`src/icache_pkg.sv`:
```
/* Instruction cache shared definitions
   Holds the cache geometry, the controller state codes and the fetch address layout */

package icache_pkg;

	// ============================================================
	// Cache geometry
	// ============================================================

	localparam int awid           = 32;
	localparam int ways           = 4;
	localparam int lines          = 128;
	localparam int words_per_line = 16;
	localparam int tag_bits       = 19;
	localparam int index_bits     = 7;
	localparam int word_bits      = 4;
	localparam int way_bits       = 2;

	// Refill controller state codes
	localparam int state_bits = 3;
	localparam logic [state_bits-1:0] st_idle     = 3'd0;
	localparam logic [state_bits-1:0] st_compare  = 3'd1;
	localparam logic [state_bits-1:0] st_qualify  = 3'd2;
	localparam logic [state_bits-1:0] st_read     = 3'd3;
	localparam logic [state_bits-1:0] st_request  = 3'd4;
	localparam logic [state_bits-1:0] st_fill     = 3'd5;
	localparam logic [state_bits-1:0] st_install  = 3'd6;
	localparam logic [state_bits-1:0] st_relookup = 3'd7;

	typedef logic [tag_bits-1:0] tag_t;
	typedef logic [way_bits-1:0] way_t;

	// The fetch address is seen either as a flat byte address
	// or split into tag, set index, word in line and byte lane
	typedef union packed {
		logic [awid-1:0] raw;
		struct packed {
			tag_t                  tag;
			logic [index_bits-1:0] index;
			logic [word_bits-1:0]  word;
			logic [1:0]            byte_sel;
		} fields;
	} fetch_addr_t;

endpackage

```
`src/icache_refill.sv`:
```
/* Instruction cache controller
   Sequences fetch lookups, picks the victim way and refills missing lines from memory */

`timescale 1ns/1ps

module icache_refill (
	input  logic                              clk,
	input  logic                              reset,
	input  logic                              fetch_req,
	input  icache_pkg::fetch_addr_t           fetch_addr,
	input  logic                              invalidate,
	input  logic                              ihit,
	input  icache_pkg::way_t                  hit_way,
	input  icache_pkg::tag_t                  victim_tag,
	input  logic                              victim_valid,
	input  logic [31:0]                       rdata,
	input  logic                              mem_valid,
	input  logic [31:0]                       mem_data,
	input  logic [icache_pkg::lines-1:0]      valid [0:icache_pkg::ways-1],
	output logic                              ready,
	output icache_pkg::fetch_addr_t           lookup_addr,
	output logic                              fetch_valid,
	output logic [31:0]                       fetch_data,
	output icache_pkg::way_t                  fetch_way,
	output icache_pkg::way_t                  victim_way,
	output logic                              mem_req,
	output logic [icache_pkg::awid-1:0]       mem_addr,
	output logic                              evict_valid,
	output icache_pkg::tag_t                  evict_tag,
	output logic [icache_pkg::index_bits-1:0] evict_index,
	output logic                              tag_we,
	output icache_pkg::way_t                  tag_way,
	output logic [icache_pkg::index_bits-1:0] tag_index,
	output icache_pkg::tag_t                  tag_value,
	output logic                              data_we,
	output icache_pkg::way_t                  data_way,
	output logic [icache_pkg::index_bits-1:0] data_index,
	output logic [icache_pkg::word_bits-1:0]  data_word,
	output logic [31:0]                       wdata
);

	import icache_pkg::*;

	logic [state_bits-1:0] state;
	// Set in the second cycle of qualify, when ihit is trustworthy
	logic                  qual_second;
	// Memory beats received for the current fill
	logic [word_bits-1:0]  beat_cnt;
	// Way being refilled and whether it held a valid line
	way_t                  fill_way;
	logic                  fill_replace;
	// Round-robin replacement pointer for each set
	way_t                  rr_ptr [0:lines-1];

	// ============================================================
	// Main FSM
	// ============================================================

	// Hit timing from the request edge 0
	// compare in cycle 1, qualify in cycles 2 and 3, read in cycle 4,
	// fetch_valid and ready after edge 4
	always_ff @(posedge clk)
	begin
		if (reset)
		begin
			state       <= st_idle;
			qual_second <= 1'b0;
			beat_cnt    <= '0;
			fetch_valid <= 1'b0;
		end
		else
		begin
			fetch_valid <= 1'b0;
			case (state)
				st_idle:
					if (fetch_req)
						state <= st_compare;
				// Both enter the same two-cycle qualification
				st_compare, st_relookup:
				begin
					qual_second <= 1'b0;
					state       <= st_qualify;
				end
				st_qualify:
					if (!qual_second)
						qual_second <= 1'b1;
					else if (ihit)
						state <= st_read;
					else
					begin
						beat_cnt <= '0;
						state    <= st_request;
					end
				st_read:
				begin
					fetch_valid <= 1'b1;
					state       <= st_idle;
				end
				st_request:
					state <= st_fill;
				// Memory sends the words of the line in order
				st_fill:
					if (mem_valid)
					begin
						beat_cnt <= beat_cnt + 1'b1;
						if (beat_cnt == word_bits'(words_per_line - 1))
							state <= st_install;
					end
				st_install:
					state <= st_relookup;
				default:
					state <= st_idle;
			endcase
		end
	end

	// Address, returned word and refill choice
	always_ff @(posedge clk)
	begin
		if (state == st_idle && fetch_req)
			lookup_addr <= fetch_addr;
		if (state == st_read)
		begin
			fetch_data <= rdata;
			fetch_way  <= hit_way;
		end
		// The victim is frozen when the miss is decided
		if (state == st_qualify && qual_second && !ihit)
		begin
			fill_way     <= victim_way;
			fill_replace <= victim_valid;
		end
	end

	// ============================================================
	// Victim choice
	// ============================================================

	// The lowest invalid way of the set wins
	// With a full set the round-robin pointer names the victim
	always_comb
	begin
		victim_way = rr_ptr[lookup_addr.fields.index];
		for (int w = ways - 1; w >= 0; w--)
			if (!valid[w][lookup_addr.fields.index])
				victim_way = way_t'(w);
	end

	// The pointer only moves when a valid line of its set is replaced
	// An accepted invalidate restarts every set at way 0
	always_ff @(posedge clk)
	begin
		if (reset || (invalidate && state == st_idle))
			for (int i = 0; i < lines; i++)
				rr_ptr[i] <= '0;
		else if (state == st_install && fill_replace)
			rr_ptr[lookup_addr.fields.index] <= way_t'(rr_ptr[lookup_addr.fields.index] + 1'b1);
	end

	// ============================================================
	// Port outputs
	// ============================================================

	assign ready   = (state == st_idle);
	assign mem_req = (state == st_request);
	// Line address is the byte address with the 64-byte offset cleared
	assign mem_addr = {lookup_addr.raw[awid-1:6], 6'd0};

	// Eviction report goes out together with the memory request
	assign evict_valid = (state == st_request) && fill_replace;
	assign evict_tag   = victim_tag;
	assign evict_index = lookup_addr.fields.index;

	assign tag_we    = (state == st_install);
	assign tag_way   = fill_way;
	assign tag_index = lookup_addr.fields.index;
	assign tag_value = lookup_addr.fields.tag;

	assign data_we    = (state == st_fill) && mem_valid;
	assign data_way   = fill_way;
	assign data_index = lookup_addr.fields.index;
	assign data_word  = beat_cnt;
	assign wdata      = mem_data;

endmodule

```
`config.mk`:
```
export PLATFORM = sky130hd
export DESIGN_NAME = icache_refill
export DESIGN_NICKNAME = d
export VERILOG_FILES = /design/src/icache_pkg.sv /design/src/icache_refill.sv
export SDC_FILE = /design/constraint.sdc
export NUM_CORES = 1
export LEC_CHECK = 0
export ABC_AREA = 0
export BUFFER_PORTS_ARGS = -buffer_cell sky130_fd_sc_hd__buf_4
export CORE_AREA = 2 2 329 331
export CTS_CLUSTER_DIAMETER = 50
export DETAILED_ROUTE_END_ITERATION = 8
export DIE_AREA = 0 0 331 333
export GPL_ROUTABILITY_DRIVEN = 1
export SYNTH_ARGS = -nofsm -noshare
export SYNTH_HDL_FRONTEND = slang
export SYNTH_SLANG_ARGS = --single-unit
```
`constraint.sdc`:
```
create_clock -name clk -period 8.3 [get_ports clk]
set_input_delay 0 -clock clk [delete_from_list [all_inputs] [get_ports clk]]
set_output_delay 0 -clock clk [all_outputs]
set_load 0.02 [all_outputs]
```
==> out/metrics.cfg <==
[detailed_routing]
vias=19086
wl_mm=112.9
route.detailed.drc=0
routedWlPerCell_um=28.64
detail_route.vias_per_cell=4.842
postRouteAntennaNets=0
drtIter0Drc=2036
first_pass_iters=6

[logic_synthesis]
synth.top_cell.area_share=0.4656
synth-seq-cells=341
yosys_warnings=0
async_flop_share=0
synth-seq-area-share=0.4809
yosys.area.top_type=edfxtp_1
syn_inst=1862
synthTopCellsByArea=edfxtp_1, nand2_1, nor2_4
synth_area_mm2=0.02096
synth_cell_type_count=72
synth_edf_count=325
syn_avg_cell_area_um2=11.26
ys.flop_type=edfxtp_1

[cts]
ctsRootBufferMaster=clkbuf_16
cts-buffers-inserted=40
clk_pin_slew_ns=0.05
ctsResizeCount=0
worstSkewPairLatency_ns=0.60
cts_setup_buffers=0
cts_tree=yes
htree_num_levels=2
cts.path.max_buffers=3
cts.sinks=341

[timing]
rsz0062_at_grt=no
finClkSkew_ns=0.03433
finalCriticalPeriod_ns=5.295
slew_headroom=0.1524
worst_pin_slew_ns=1.270
fin_crit_sh=0.6380
max_freq_mhz=188.8
hold_viol=0
finalSetupTns_ns=0
setup_viol=0
report.final.slew_viol_count=0

[global_route]
gr-usage-all-layers=0.1955
grt_pass1_wl_mm=148.2
grt_max_degree=88
grt.overflow.total=0
grt_pass1_vias=18491
grt_antenna_before_repair=30

[power_and_ir_drop]
seqPwrFrac=0.365
irDropWorstVdd_uv=254.4
power.internal_mw=3.638
swShare=0.3628
switchingPower_mw=2.071
p_clk_frac=0.332
total_power_mw=5.709
p_per_area_mw_per_mm2=197.1
pwr-share-comb=0.303
leakage_nw=11.31

[worst_setup_path]
worstSetupEndpointType=output pin
worstSetupPathType=reg -> out
critPathMaxFanout=33
reg2reg_depth=9
rrSetupSlack_ns=3.15
start_kind=register
arrival_ns=5.30
r2r-end=rr_ptr[3][1]
cp.required_ns=8.30

[worst_hold_path]
hp-start=mem_data[16]
hold_end=wdata[16]
min_path_cells=0
hold_class=in -> out

[final_layout]
fillCellCount=11103
finalNonFillerCells=3942
mostFrequentLayoutCell=buf_4
final_cell_mix=buf_4, edfxtp_1, nand2_1, nor2_1, nor2_4
area_delta_synth_final_pct=38.20
drive_gt1_frac=0.4285
fin_nets=3128

[place]
gp_congestion=1.010
dp_hpwl_mm=88.14
placed_cells=3782
io_buffers=732

[run_status]
run_status=finished clean

[floorplan]
core-area_mm2=0.1066
die_h_um=333
initial_core_util=0.1966
die_x_um=331
dieArea_mm2=0.1102
rows=120
ioPinCount=841

[job]
drv_cap=0

kinds of logic (layout without fill, tap and decap cells):
kind of cell             count (synthesis)  count (layout)  share of synthesized area
flip-flops                             341             341                     0.4809
XOR/XNOR                                 6               6                   0.002507
other                                    1              22                  0.0001789
AO/OA/AOI/OAI                          328             328                     0.1129
buffers and inverters                  281             937                    0.09294
multiplexers                           160             160                     0.1227
AND/OR/NAND/NOR                        744             744                     0.1873
adder cells (fa/ha/maj)                  1               1                  0.0005968
critical path, stage by stage (launching register included):
cell      delay (ns)
edfxtp_1        0.34
buf_4           0.24
buf_4           0.45
and3b_2         0.60
a22oi_1         0.46
nand4_1         0.29
a22oi_1         0.22
o311ai_0        0.33
nor4_1          0.94
nor3b_1         0.10
nor3b_1         0.47
buf_4           0.24
sequential cells by signal, indices dropped and copies added (netlist names), 2 cells and up, named ones only:
name / cells
data_word: 4
lookup_addr: 32
state: 3
fetch_way: 2
fetch_data: 32
rr_ptr: 256
data_way: 2
layer usage:
metal	vias to the layer above	track usage	part of all wire	routed length, um
li1	8107	-	-	-
met1	9397	0.2552	0.39	44400
met2	1396	0.2988	0.44	49650
met3	178	0.06286	0.12	13710
met4	8	0.07476	0.045	5102
met5	-	0	0.00043	49
final cells by class:
class,count,area (um2),area share
Inverter,9,33.78,0.001166
Timing Repair Buffer,854,6624,0.2287
Clock buffer,43,1033,0.03568
Tap cell,1403,1755,0.06060
Antenna cell,16,40.04,0.001382
Sequential cell,341,10080,0.3481
Multi-Input combinational cell,1245,9027,0.3117
Clock inverter,31,369.1,0.01274
stage by stage:
step	worst slack, ns	hold WS, ns	area, um2	util
floorplan	4.979	0.09887	20980	-
global route	2.626	0.00005892	28940	0.2715
global placement	3.194	0.0001367	26820	0.2516
CTS	2.728	0.0001367	28930	0.2714
detailed placement	3.169	0.0001367	26820	0.2516
finish	3.005	0.000007756	28970	0.2717
what timing repair did:
item                                    in CTS  in global routing
hold buffers                                70                  0
hold endpoints to repair                    86                  0
endpoints found under the setup margin       0                  0
power groups by stage:
| stage | Sequential, mW | Clock [mW] | Combinational (mW) |
|---|---|---|---|
| global placement | 2.12 | 0 | 1.68 |
| CTS | 2.08 | 1.92 | 1.72 |
| finish | 2.08 | 1.90 | 1.73 |
| global route | 2.09 | 1.97 | 1.79 |
| detailed placement | 2.12 | 0 | 1.69 |
| floorplan | 2.08 | 0 | 1.29 |
Yosys cell counts, types with 11 or more instances:
cell	number
nand4_1	16
a221oi_1	32
nand3_1	23
o21ai_0	36
mux2_2	34
dfxtp_1	16
nand2_1	316
buf_4	131
nor2_2	20
buf_12	14
nor2_4	100
buf_6	16
a21oi_1	31
nor2b_1	11
edfxtp_1	325
nor2_1	188
a22oi_1	89
mux2i_1	60
mux4_2	39
clkbuf_1	69
buf_2	34
nand2b_1	14
o22ai_1	57
o221ai_1	13
mux4_1	27
how the worst max path moves through the flow:
stage | startpoint | endpoint | cells after the start
final | lookup_addr[8] | victim_way[1] | 11
after global routing | lookup_addr[6] | victim_way[1] | 11
after CTS | lookup_addr[8] | victim_way[1] | 12
after detailed placement | register | rr_ptr[3][1] | 9
after global placement | register | rr_ptr[3][1] | 9
after floorplan | lookup_addr[7] | data_way[1] | 11
Power figures use the tool's default switching activity.
